**src/soc_pkg.sv**
```systemverilog
package soc_pkg;

    localparam int word_w = 16;
    localparam int dram_addr_w = 25;
    localparam int num_regs = 8;
    localparam int reg_w = $clog2(num_regs);
    localparam int step_cycles = 32;
    localparam int step_cnt_w = $clog2(step_cycles);

    // address map
    localparam logic [word_w-1:0] dram_last = 16'hF7FF;
    localparam logic [word_w-1:0] led_first = 16'hF800;
    localparam logic [word_w-1:0] led_last = 16'hF809;
    localparam logic [word_w-1:0] uart_ready_addr = 16'hF80A;
    localparam logic [word_w-1:0] uart_byte_addr = 16'hF80B;
    localparam logic [word_w-1:0] vga_write_addr = 16'hF80C;
    localparam logic [dram_addr_w-1:0] pix_base = 25'h80000;

    typedef enum logic [3:0] {
        op_halt = 4'd0,
        op_ldi = 4'd1,
        op_lui = 4'd2,
        op_add = 4'd3,
        op_sub = 4'd4,
        op_and = 4'd5,
        op_or = 4'd6,
        op_xor = 4'd7,
        op_ld = 4'd8,
        op_st = 4'd9,
        op_jmp = 4'd10,
        op_bz = 4'd11,
        op_nop = 4'd15
    } opcode_e;

    typedef enum logic [2:0] {
        idle,
        fetch_instr,
        wait_ready,
        instr_out,
        rw_data,
        data_out
    } map_state_e;

    // three writes build one pixel
    typedef enum logic [1:0] {
        vga_x,
        vga_y,
        vga_bgr
    } vga_phase_e;

    typedef struct packed {
        opcode_e op;
        logic [reg_w-1:0] rd;
        logic [reg_w-1:0] rs;
        logic [reg_w-1:0] rt;
        logic [7:0] imm8;
    } decoded_t;

    typedef struct packed {
        logic [word_w-1:0] rs_val;
        logic [word_w-1:0] rt_val;
        logic [word_w-1:0] rd_val;
        logic [word_w-1:0] pc;
    } operands_t;

    typedef struct packed {
        logic wr_en;
        logic [reg_w-1:0] wr_reg;
        logic [word_w-1:0] wr_data;
        logic [word_w-1:0] next_pc;
        logic halt;
    } exec_t;

    typedef struct packed {
        logic [word_w-1:0] addr;
        logic [word_w-1:0] data;
        logic write;
    } mem_req_t;

    typedef struct packed {
        logic [dram_addr_w-1:0] addr;
        logic [word_w-1:0] data;
        logic write;
        logic refresh;
    } dram_req_t;

endpackage

```
**src/cpu_decode.sv**
```systemverilog
`timescale 1ns/1ps

module cpu_decode
    import soc_pkg::*;
(
    input logic [word_w-1:0] instr,
    output decoded_t dec
);

    logic [3:0] raw_op;

    assign raw_op = instr[15:12];

    always_comb begin
        dec.rd = instr[11:9];
        dec.rs = instr[8:6];
        dec.rt = instr[5:3];
        dec.imm8 = instr[7:0];

        // unassigned codes fall back to nop
        case (raw_op)
            op_halt,
            op_ldi,
            op_lui,
            op_add,
            op_sub,
            op_and,
            op_or,
            op_xor,
            op_ld,
            op_st,
            op_jmp,
            op_bz,
            op_nop: dec.op = opcode_e'(raw_op);
            default: dec.op = op_nop;
        endcase
    end

endmodule

```
**src/cpu_execute.sv**
```systemverilog
`timescale 1ns/1ps

module cpu_execute
    import soc_pkg::*;
(
    input decoded_t dec,
    input operands_t ops,
    input logic [word_w-1:0] read_data,
    output exec_t res,
    output mem_req_t req
);

    logic [word_w-1:0] seq_pc;
    logic [word_w-1:0] branch_off;

    assign seq_pc = ops.pc + 16'd1;
    // low six bits, sign extended
    assign branch_off = {{(word_w-6){dec.imm8[5]}}, dec.imm8[5:0]};

    always_comb begin
        res.wr_en = 1'b0;
        res.wr_reg = dec.rd;
        res.wr_data = '0;
        res.next_pc = seq_pc;
        res.halt = 1'b0;

        case (dec.op)
            op_ldi: begin
                res.wr_en = 1'b1;
                res.wr_data = {8'h00, dec.imm8};
            end
            op_lui: begin
                res.wr_en = 1'b1;
                res.wr_data = {dec.imm8, ops.rd_val[7:0]};
            end
            op_add: begin
                res.wr_en = 1'b1;
                res.wr_data = ops.rs_val + ops.rt_val;
            end
            op_sub: begin
                res.wr_en = 1'b1;
                res.wr_data = ops.rs_val - ops.rt_val;
            end
            op_and: begin
                res.wr_en = 1'b1;
                res.wr_data = ops.rs_val & ops.rt_val;
            end
            op_or: begin
                res.wr_en = 1'b1;
                res.wr_data = ops.rs_val | ops.rt_val;
            end
            op_xor: begin
                res.wr_en = 1'b1;
                res.wr_data = ops.rs_val ^ ops.rt_val;
            end
            op_ld: begin
                res.wr_en = 1'b1;
                res.wr_data = read_data;
            end
            op_jmp: res.next_pc = ops.rs_val;
            op_bz: begin
                if (ops.rd_val == '0) begin
                    res.next_pc = seq_pc + branch_off;
                end
            end
            op_halt: begin
                // stay on the halt word so it keeps being refetched
                res.next_pc = ops.pc;
                res.halt = 1'b1;
            end
            default: ;
        endcase
    end

    assign req.addr = ops.rs_val;
    assign req.data = ops.rt_val;
    assign req.write = (dec.op == op_st);

endmodule

```
**src/cpu_result.sv**
```systemverilog
`timescale 1ns/1ps

module cpu_result
    import soc_pkg::*;
(
    input logic clk,
    input logic rst,
    output operands_t ops,
    input decoded_t dec,
    input exec_t res,
    output logic step,
    output logic halted
);

    logic [word_w-1:0] regs [num_regs];
    logic [word_w-1:0] pc;
    logic [step_cnt_w-1:0] step_cnt;
    logic started;

    assign step = (step_cnt == step_cnt_w'(step_cycles - 1));

    assign ops.rs_val = regs[dec.rs];
    assign ops.rt_val = regs[dec.rt];
    assign ops.rd_val = regs[dec.rd];
    assign ops.pc = pc;

    always_ff @(posedge clk) begin
        if (!rst) begin
            step_cnt <= '0;
        end else if (step) begin
            step_cnt <= '0;
        end else begin
            step_cnt <= step_cnt + 1'b1;
        end
    end

    always_ff @(posedge clk) begin
        if (!rst) begin
            for (int i = 0; i < num_regs; i++) begin
                regs[i] <= '0;
            end
            pc <= '0;
            started <= 1'b0;
            halted <= 1'b0;
        end else if (step) begin
            // first strobe only kicks off the fetch at address 0
            if (!started) begin
                started <= 1'b1;
            end else if (!halted) begin
                if (res.wr_en) begin
                    regs[res.wr_reg] <= res.wr_data;
                end
                pc <= res.next_pc;
                halted <= res.halt;
            end
        end
    end

endmodule

```
**src/mem_map.sv**
```systemverilog
`timescale 1ns/1ps

module mem_map
    import soc_pkg::*;
(
    input logic clk,
    input logic rst,
    input logic step,
    input logic halted,
    input logic [word_w-1:0] pc,
    input mem_req_t req,
    output logic [word_w-1:0] instr,
    output logic [word_w-1:0] read_data,
    output dram_req_t dram,
    input logic [word_w-1:0] dram_read_data,
    input logic dram_data_ready,
    output logic [9:0] led,
    output logic [7:0] uart_tx_byte,
    output logic uart_tx_start_n,
    input logic uart_tx_ready
);

    map_state_e state;
    vga_phase_e vga_phase;
    logic got_instr;
    logic got_data;
    logic [1:0] ready_hist;
    logic [9:0] pix_x;
    logic [8:0] pix_y;

    logic is_dram;
    logic is_led;
    logic write_ok;
    logic [3:0] led_off;

    assign is_dram = (req.addr <= dram_last);
    assign is_led = (req.addr >= led_first) && (req.addr <= led_last);
    // no writes of any kind once the core has stopped
    assign write_ok = req.write && !halted;
    assign led_off = req.addr[3:0] - led_first[3:0];

    always_ff @(posedge clk) begin
        if (!rst) begin
            state <= idle;
            vga_phase <= vga_x;
            got_instr <= 1'b0;
            got_data <= 1'b0;
            ready_hist <= 2'b11;
            dram.refresh <= 1'b0;
            dram.write <= 1'b0;
            led <= '0;
            uart_tx_start_n <= 1'b1;
            instr <= 16'hFFFF;
        end else begin
            // release start on a rising edge of ready
            ready_hist <= {ready_hist[0], uart_tx_ready};
            if (ready_hist == 2'b01) begin
                uart_tx_start_n <= 1'b1;
            end

            case (state)
                idle: begin
                    if (step) begin
                        state <= fetch_instr;
                    end
                end
                fetch_instr: begin
                    dram.refresh <= 1'b1;
                    dram.write <= 1'b0;
                    dram.addr <= (pc <= dram_last) ? {9'b0, pc} : '0;
                    got_instr <= 1'b0;
                    got_data <= 1'b0;
                    state <= wait_ready;
                end
                wait_ready: begin
                    dram.refresh <= 1'b0;
                    dram.write <= 1'b0;
                    // read data is only valid during the ready pulse
                    if (dram_data_ready && !got_instr) begin
                        instr <= dram_read_data;
                        state <= instr_out;
                    end else if (dram_data_ready && !got_data) begin
                        if (req.addr == uart_ready_addr) begin
                            read_data <= {15'b0, uart_tx_ready};
                        end else begin
                            read_data <= dram_read_data;
                        end
                        state <= data_out;
                    end else if (dram_data_ready) begin
                        state <= idle;
                    end
                end
                instr_out: begin
                    got_instr <= 1'b1;
                    state <= rw_data;
                end
                rw_data: begin
                    dram.refresh <= 1'b1;
                    dram.data <= req.data;
                    dram.addr <= is_dram ? {9'b0, req.addr} : '0;
                    dram.write <= write_ok && is_dram;

                    if (write_ok && is_led) begin
                        led[led_off] <= req.data[0];
                    end

                    if (write_ok && req.addr == uart_byte_addr) begin
                        uart_tx_byte <= req.data[7:0];
                        uart_tx_start_n <= 1'b0;
                    end

                    if (write_ok && req.addr == vga_write_addr) begin
                        case (vga_phase)
                            vga_x: begin
                                pix_x <= req.data[9:0];
                                vga_phase <= vga_y;
                            end
                            vga_y: begin
                                pix_y <= req.data[8:0];
                                vga_phase <= vga_bgr;
                            end
                            vga_bgr: begin
                                dram.addr <= pix_base + {6'b0, pix_y, pix_x};
                                dram.write <= 1'b1;
                                vga_phase <= vga_x;
                            end
                            default: vga_phase <= vga_x;
                        endcase
                    end
                    state <= wait_ready;
                end
                data_out: begin
                    got_data <= 1'b1;
                    state <= idle;
                end
                default: state <= idle;
            endcase
        end
    end

endmodule

```
**src/soc_top.sv**
```systemverilog
`timescale 1ns/1ps

module soc_top
    import soc_pkg::*;
(
    input logic clk,
    input logic rst,
    output dram_req_t dram_req,
    input logic [word_w-1:0] dram_read_data,
    input logic dram_data_ready,
    output logic [9:0] led,
    output logic [7:0] uart_tx_byte,
    output logic uart_tx_start_n,
    input logic uart_tx_ready,
    output logic halted
);

    logic [word_w-1:0] instr;
    logic [word_w-1:0] read_data;
    logic step;
    decoded_t dec;
    operands_t ops;
    exec_t res;
    mem_req_t req;

    cpu_decode u_decode (
        .instr(instr),
        .dec(dec)
    );

    cpu_execute u_execute (
        .dec(dec),
        .ops(ops),
        .read_data(read_data),
        .res(res),
        .req(req)
    );

    cpu_result u_result (
        .clk(clk),
        .rst(rst),
        .ops(ops),
        .dec(dec),
        .res(res),
        .step(step),
        .halted(halted)
    );

    mem_map u_mem_map (
        .clk(clk),
        .rst(rst),
        .step(step),
        .halted(halted),
        .pc(ops.pc),
        .req(req),
        .instr(instr),
        .read_data(read_data),
        .dram(dram_req),
        .dram_read_data(dram_read_data),
        .dram_data_ready(dram_data_ready),
        .led(led),
        .uart_tx_byte(uart_tx_byte),
        .uart_tx_start_n(uart_tx_start_n),
        .uart_tx_ready(uart_tx_ready)
    );

endmodule

```
**config.mk**
```make
export PLATFORM = sky130hd
export DESIGN_NAME = soc_top
export DESIGN_NICKNAME = d
export VERILOG_FILES = /design/src/soc_pkg.sv /design/src/cpu_decode.sv /design/src/cpu_execute.sv /design/src/cpu_result.sv /design/src/mem_map.sv /design/src/soc_top.sv
export SDC_FILE = /design/constraint.sdc
export NUM_CORES = 1
export LEC_CHECK = 0
export BUFFER_PORTS_ARGS = -buffer_cell sky130_fd_sc_hd__buf_4
export CAP_MARGIN = 40
export CORE_UTILIZATION = 40
export DETAILED_ROUTE_END_ITERATION = 7
export GPL_ROUTABILITY_DRIVEN = 0
export HOLD_SLACK_MARGIN = 0.1
export PLACE_DENSITY = 0.69
export SETUP_SLACK_MARGIN = 0.4
export SYNTH_ARGS = -nofsm -noshare
export SYNTH_HDL_FRONTEND = slang
export SYNTH_SLANG_ARGS = --single-unit
```
**constraint.sdc**
```tcl
create_clock -name clk -period 4.99 [get_ports clk]
set_input_delay 0.998 -clock clk [delete_from_list [all_inputs] [get_ports clk]]
set_output_delay 0.998 -clock clk [all_outputs]
set_load 0.05 [all_outputs]
```
==> summary.txt <==
outcome -> completed
highest routed layer -> met4
P_int -> 3.961 mW
Final HPWL DP -> 36.27 mm
Ys Warns -> 0
residual DRC count -> 0
fraction of final layout cells sized beyond drive strength 1 -> 0.2191
Root Buffer -> clkbuf_16
CTS buffer count -> 30
Syn Inst Count -> 1473
initial antenna violation count -> 0
Initial Util -> 0.4095
metal3 WL -> 4.778 mm
area growth from synthesis to layout -> 15.71%
dominant cells by area after synthesis -> edfxtp_1 (38%), mux4_2 (11%), dfxtp_1 (8.5%)
IO Port Bufs -> 77
Startpoint Class -> flop
Core Area -> 40100 um2
Final Skew -> 0.01019 ns
Post-DRT Antenna Nets -> 0
num rows -> 73
routed wire length per instance -> 23.34 um
Clock Path Buffers -> 3
combinational cell fraction of total power -> 0.058
WP data required -> 5.31 ns
register area share after synthesis -> 0.4639
overall power -> 5.139 mW
Worst Reg2Reg Path Length in Cells -> 17
WHS Path Cells -> 1
Fmax -> 0.2249 GHz
Yosys reg bits -> 277
Leakage -> 7.388 nW
commonest non-fill, non-tap cell in the layout -> nor2_1
antenna cells -> 0
total grt overflow -> 0
post-synthesis cell area -> 16420 um2
share of the synthesized area in the top cell type -> 0.3786
WL met2 -> 23.33 mm
CTS tree -> built
CP Max Fanout -> 9
first-pass GRT wire length -> 75.13 mm
wirelength, routed -> 49.86 mm
Switch Pwr -> 1.178 mW
vias -> 12967
Clk Latency, worst-skew pair -> 0.57 ns
flop2flop setup slack -> 0.54 ns
H-tree depth -> 1
height of the die -> 204.6 um
Final nets -> 1676
FF+latch area -> 7629 um2
Metal-1 WL -> 19.32 mm
area of the multi-input gates -> 8292 um2
First DRT Iteration DRCs -> 1399
syn_area_per_cell -> 11.15 um2
min-delay worst type -> reg -> reg
Horiz. Die Dim -> 204.6 um
Final Hold Fails -> 0
DR vias/cell -> 6.071
largest net degree at the start of global routing -> 47
Sequential Power Share -> 0.495
vias in the first global route -> 12426
Main synth FF type -> edfxtp_1
most frequent cells in the layout -> nor2_1 (214), edfxtp_1 (207), buf_4 (153), nand2_1 (112), mux4_2 (80)
Slew Limit Fails -> 0
Setup TNS Final -> 0 ns
gr usage total -> 0.2370
RSZ-0062 raised after global routing -> false
WS Path Type -> reg -> reg
async set-reset flop share out of synthesis -> 0
Worst-Margin Slew -> 0.8874 ns
post-synth top area cell -> edfxtp_1
Max Cap Viol -> 0
Die Area -> 41860 um2
WP data arrival -> 4.76 ns
Crit. End Element -> flop
EDFF count, synth -> 207
Clock power frac -> 0.448
Filler cells -> 3537
clock sinks -> 277
peak supply drop -> 0.2542 mV
period utilisation layout -> 0.8910
clock slew at reported path FFs -> 0.06 ns
TritonRoute pass-1 iters -> 6
Synth cell types -> 83
# IOs -> 83
Setup violations, final -> 0
Slew headroom -> 0.4084
Post-CTS Hold Fix Bufs -> 0
power per cell area -> 270.5 nW/um2
Sw Ratio -> 0.2293
Final min period -> 4.446 ns
-- critical path, stage by stage, from the launching register on --
cell and delay, ns:
dfxtp_4 0.44, mux4_2 0.51, mux2_2 0.29, inv_2 0.06, ha_1 0.18, nand2_1 0.14
nor3_4 0.29, a31oi_1 0.14, xnor2_1 0.14, ha_1 0.40, a21o_1 0.22, a21oi_1 0.20
nand3_1 0.15, o21ai_4 0.26, nor3_1 0.13, a2111oi_4 0.31, buf_4 0.24, a21oi_2 0.07
-- power by group through the flow --
stage | clock (mW) | sequential, mW | combinational, mW
2_1_floorplan | 0 | 2.57 | 0.197
3_3_place_gp | 0 | 2.59 | 0.281
3_5_place_dp | 0 | 2.59 | 0.288
4_1_cts | 2.32 | 2.54 | 0.290
5_1_grt | 2.41 | 2.54 | 0.316
6_report | 2.30 | 2.54 | 0.297
-- registers in the layout, summed over array words and instances (netlist names), 2 cells and up, named ones only --
| register | count |
|---|---|
| u_mem_map.dram | 38 |
| u_mem_map.instr | 16 |
| u_mem_map.led | 10 |
| u_mem_map.pix_x | 10 |
| u_mem_map.pix_y | 9 |
| u_mem_map.read_data | 16 |
| u_mem_map.ready_hist | 2 |
| u_mem_map.state | 3 |
| u_mem_map.uart_tx_byte | 8 |
| u_mem_map.vga_phase | 2 |
| u_result.pc | 16 |
| u_result.regs | 128 |
| u_result.step_cnt | 5 |
-- worst paths after layout --
path                            from                      end
max reg2reg                     flop     u_result.regs[3][15]
max                             flop     u_result.regs[3][15]
min          u_mem_map.ready_hist[0]  u_mem_map.ready_hist[1]
min reg2reg  u_mem_map.ready_hist[0]  u_mem_map.ready_hist[1]
-- area by class of cell --
| cell class | count | area share |
|---|---|---|
| tap | 525 | 0.03458 |
| clock inverter | 19 | 0.01027 |
| timing repair buffer | 157 | 0.06329 |
| inverter | 52 | 0.01027 |
| multi-input combinational | 1069 | 0.4364 |
| sequential | 277 | 0.4015 |
| clock buffer | 37 | 0.04360 |
-- kinds of logic (layout without fill, tap and decap cells) --
kind of cell | count (synthesis) | after routing | share of synthesized area
xor gates and xnor gates | 52 | 52 | 0.02774
muxes | 151 | 151 | 0.1575
other | 1 | 5 | 0.0002284
buffers and inverters | 131 | 265 | 0.03696
adders and majority gates | 69 | 69 | 0.05349
DFF | 277 | 277 | 0.4639
and+or+nand+nor | 533 | 533 | 0.1544
AOI/OAI and AO/OA | 259 | 259 | 0.1058
-- per-layer routing --
metal | up-vias | track usage
met5 | - | 0
met4 | 0 | 0.1103
met3 | 144 | 0.04391
met2 | 805 | 0.3849
met1 | 6266 | 0.3054
li1 | 5752 | -
-- stage by stage --
stage	instances	area [um2]	utilization	hold slack, ns	setup slack, ns
5_1_grt	2136	19000	0.4738	0.4731	0.3819
3_3_place_gp	2076	17890	0.4463	0.4272	0.3047
4_1_cts	2136	18960	0.4727	0.4440	0.4183
2_1_floorplan	1477	16440	-	0.4118	0.4568
3_5_place_dp	2079	17920	0.4470	0.4282	0.2048
6_report	2136	19000	0.4738	0.4434	0.5441
-- cells in the mapped netlist (37+ instances only) --
cell type	number
edfxtp_1	207
a21oi_1	57
inv_1	40
nand2_1	112
nor2_1	216
ha_1	67
dfxtp_1	70
nand3_1	49
o21ai_0	50
nor3_1	37
xnor2_1	42
clkbuf_1	48
mux4_2	80
mux2i_1	46
-- timing repair --
item	in CTS	in global routing
pin swaps	1	0
gates resized for setup	0	11
endpoints found under the setup margin	8	16
setup buffers	1	0
hold endpoints to repair	0	0
No activity file was read; power rests on OpenSTA's default activity.
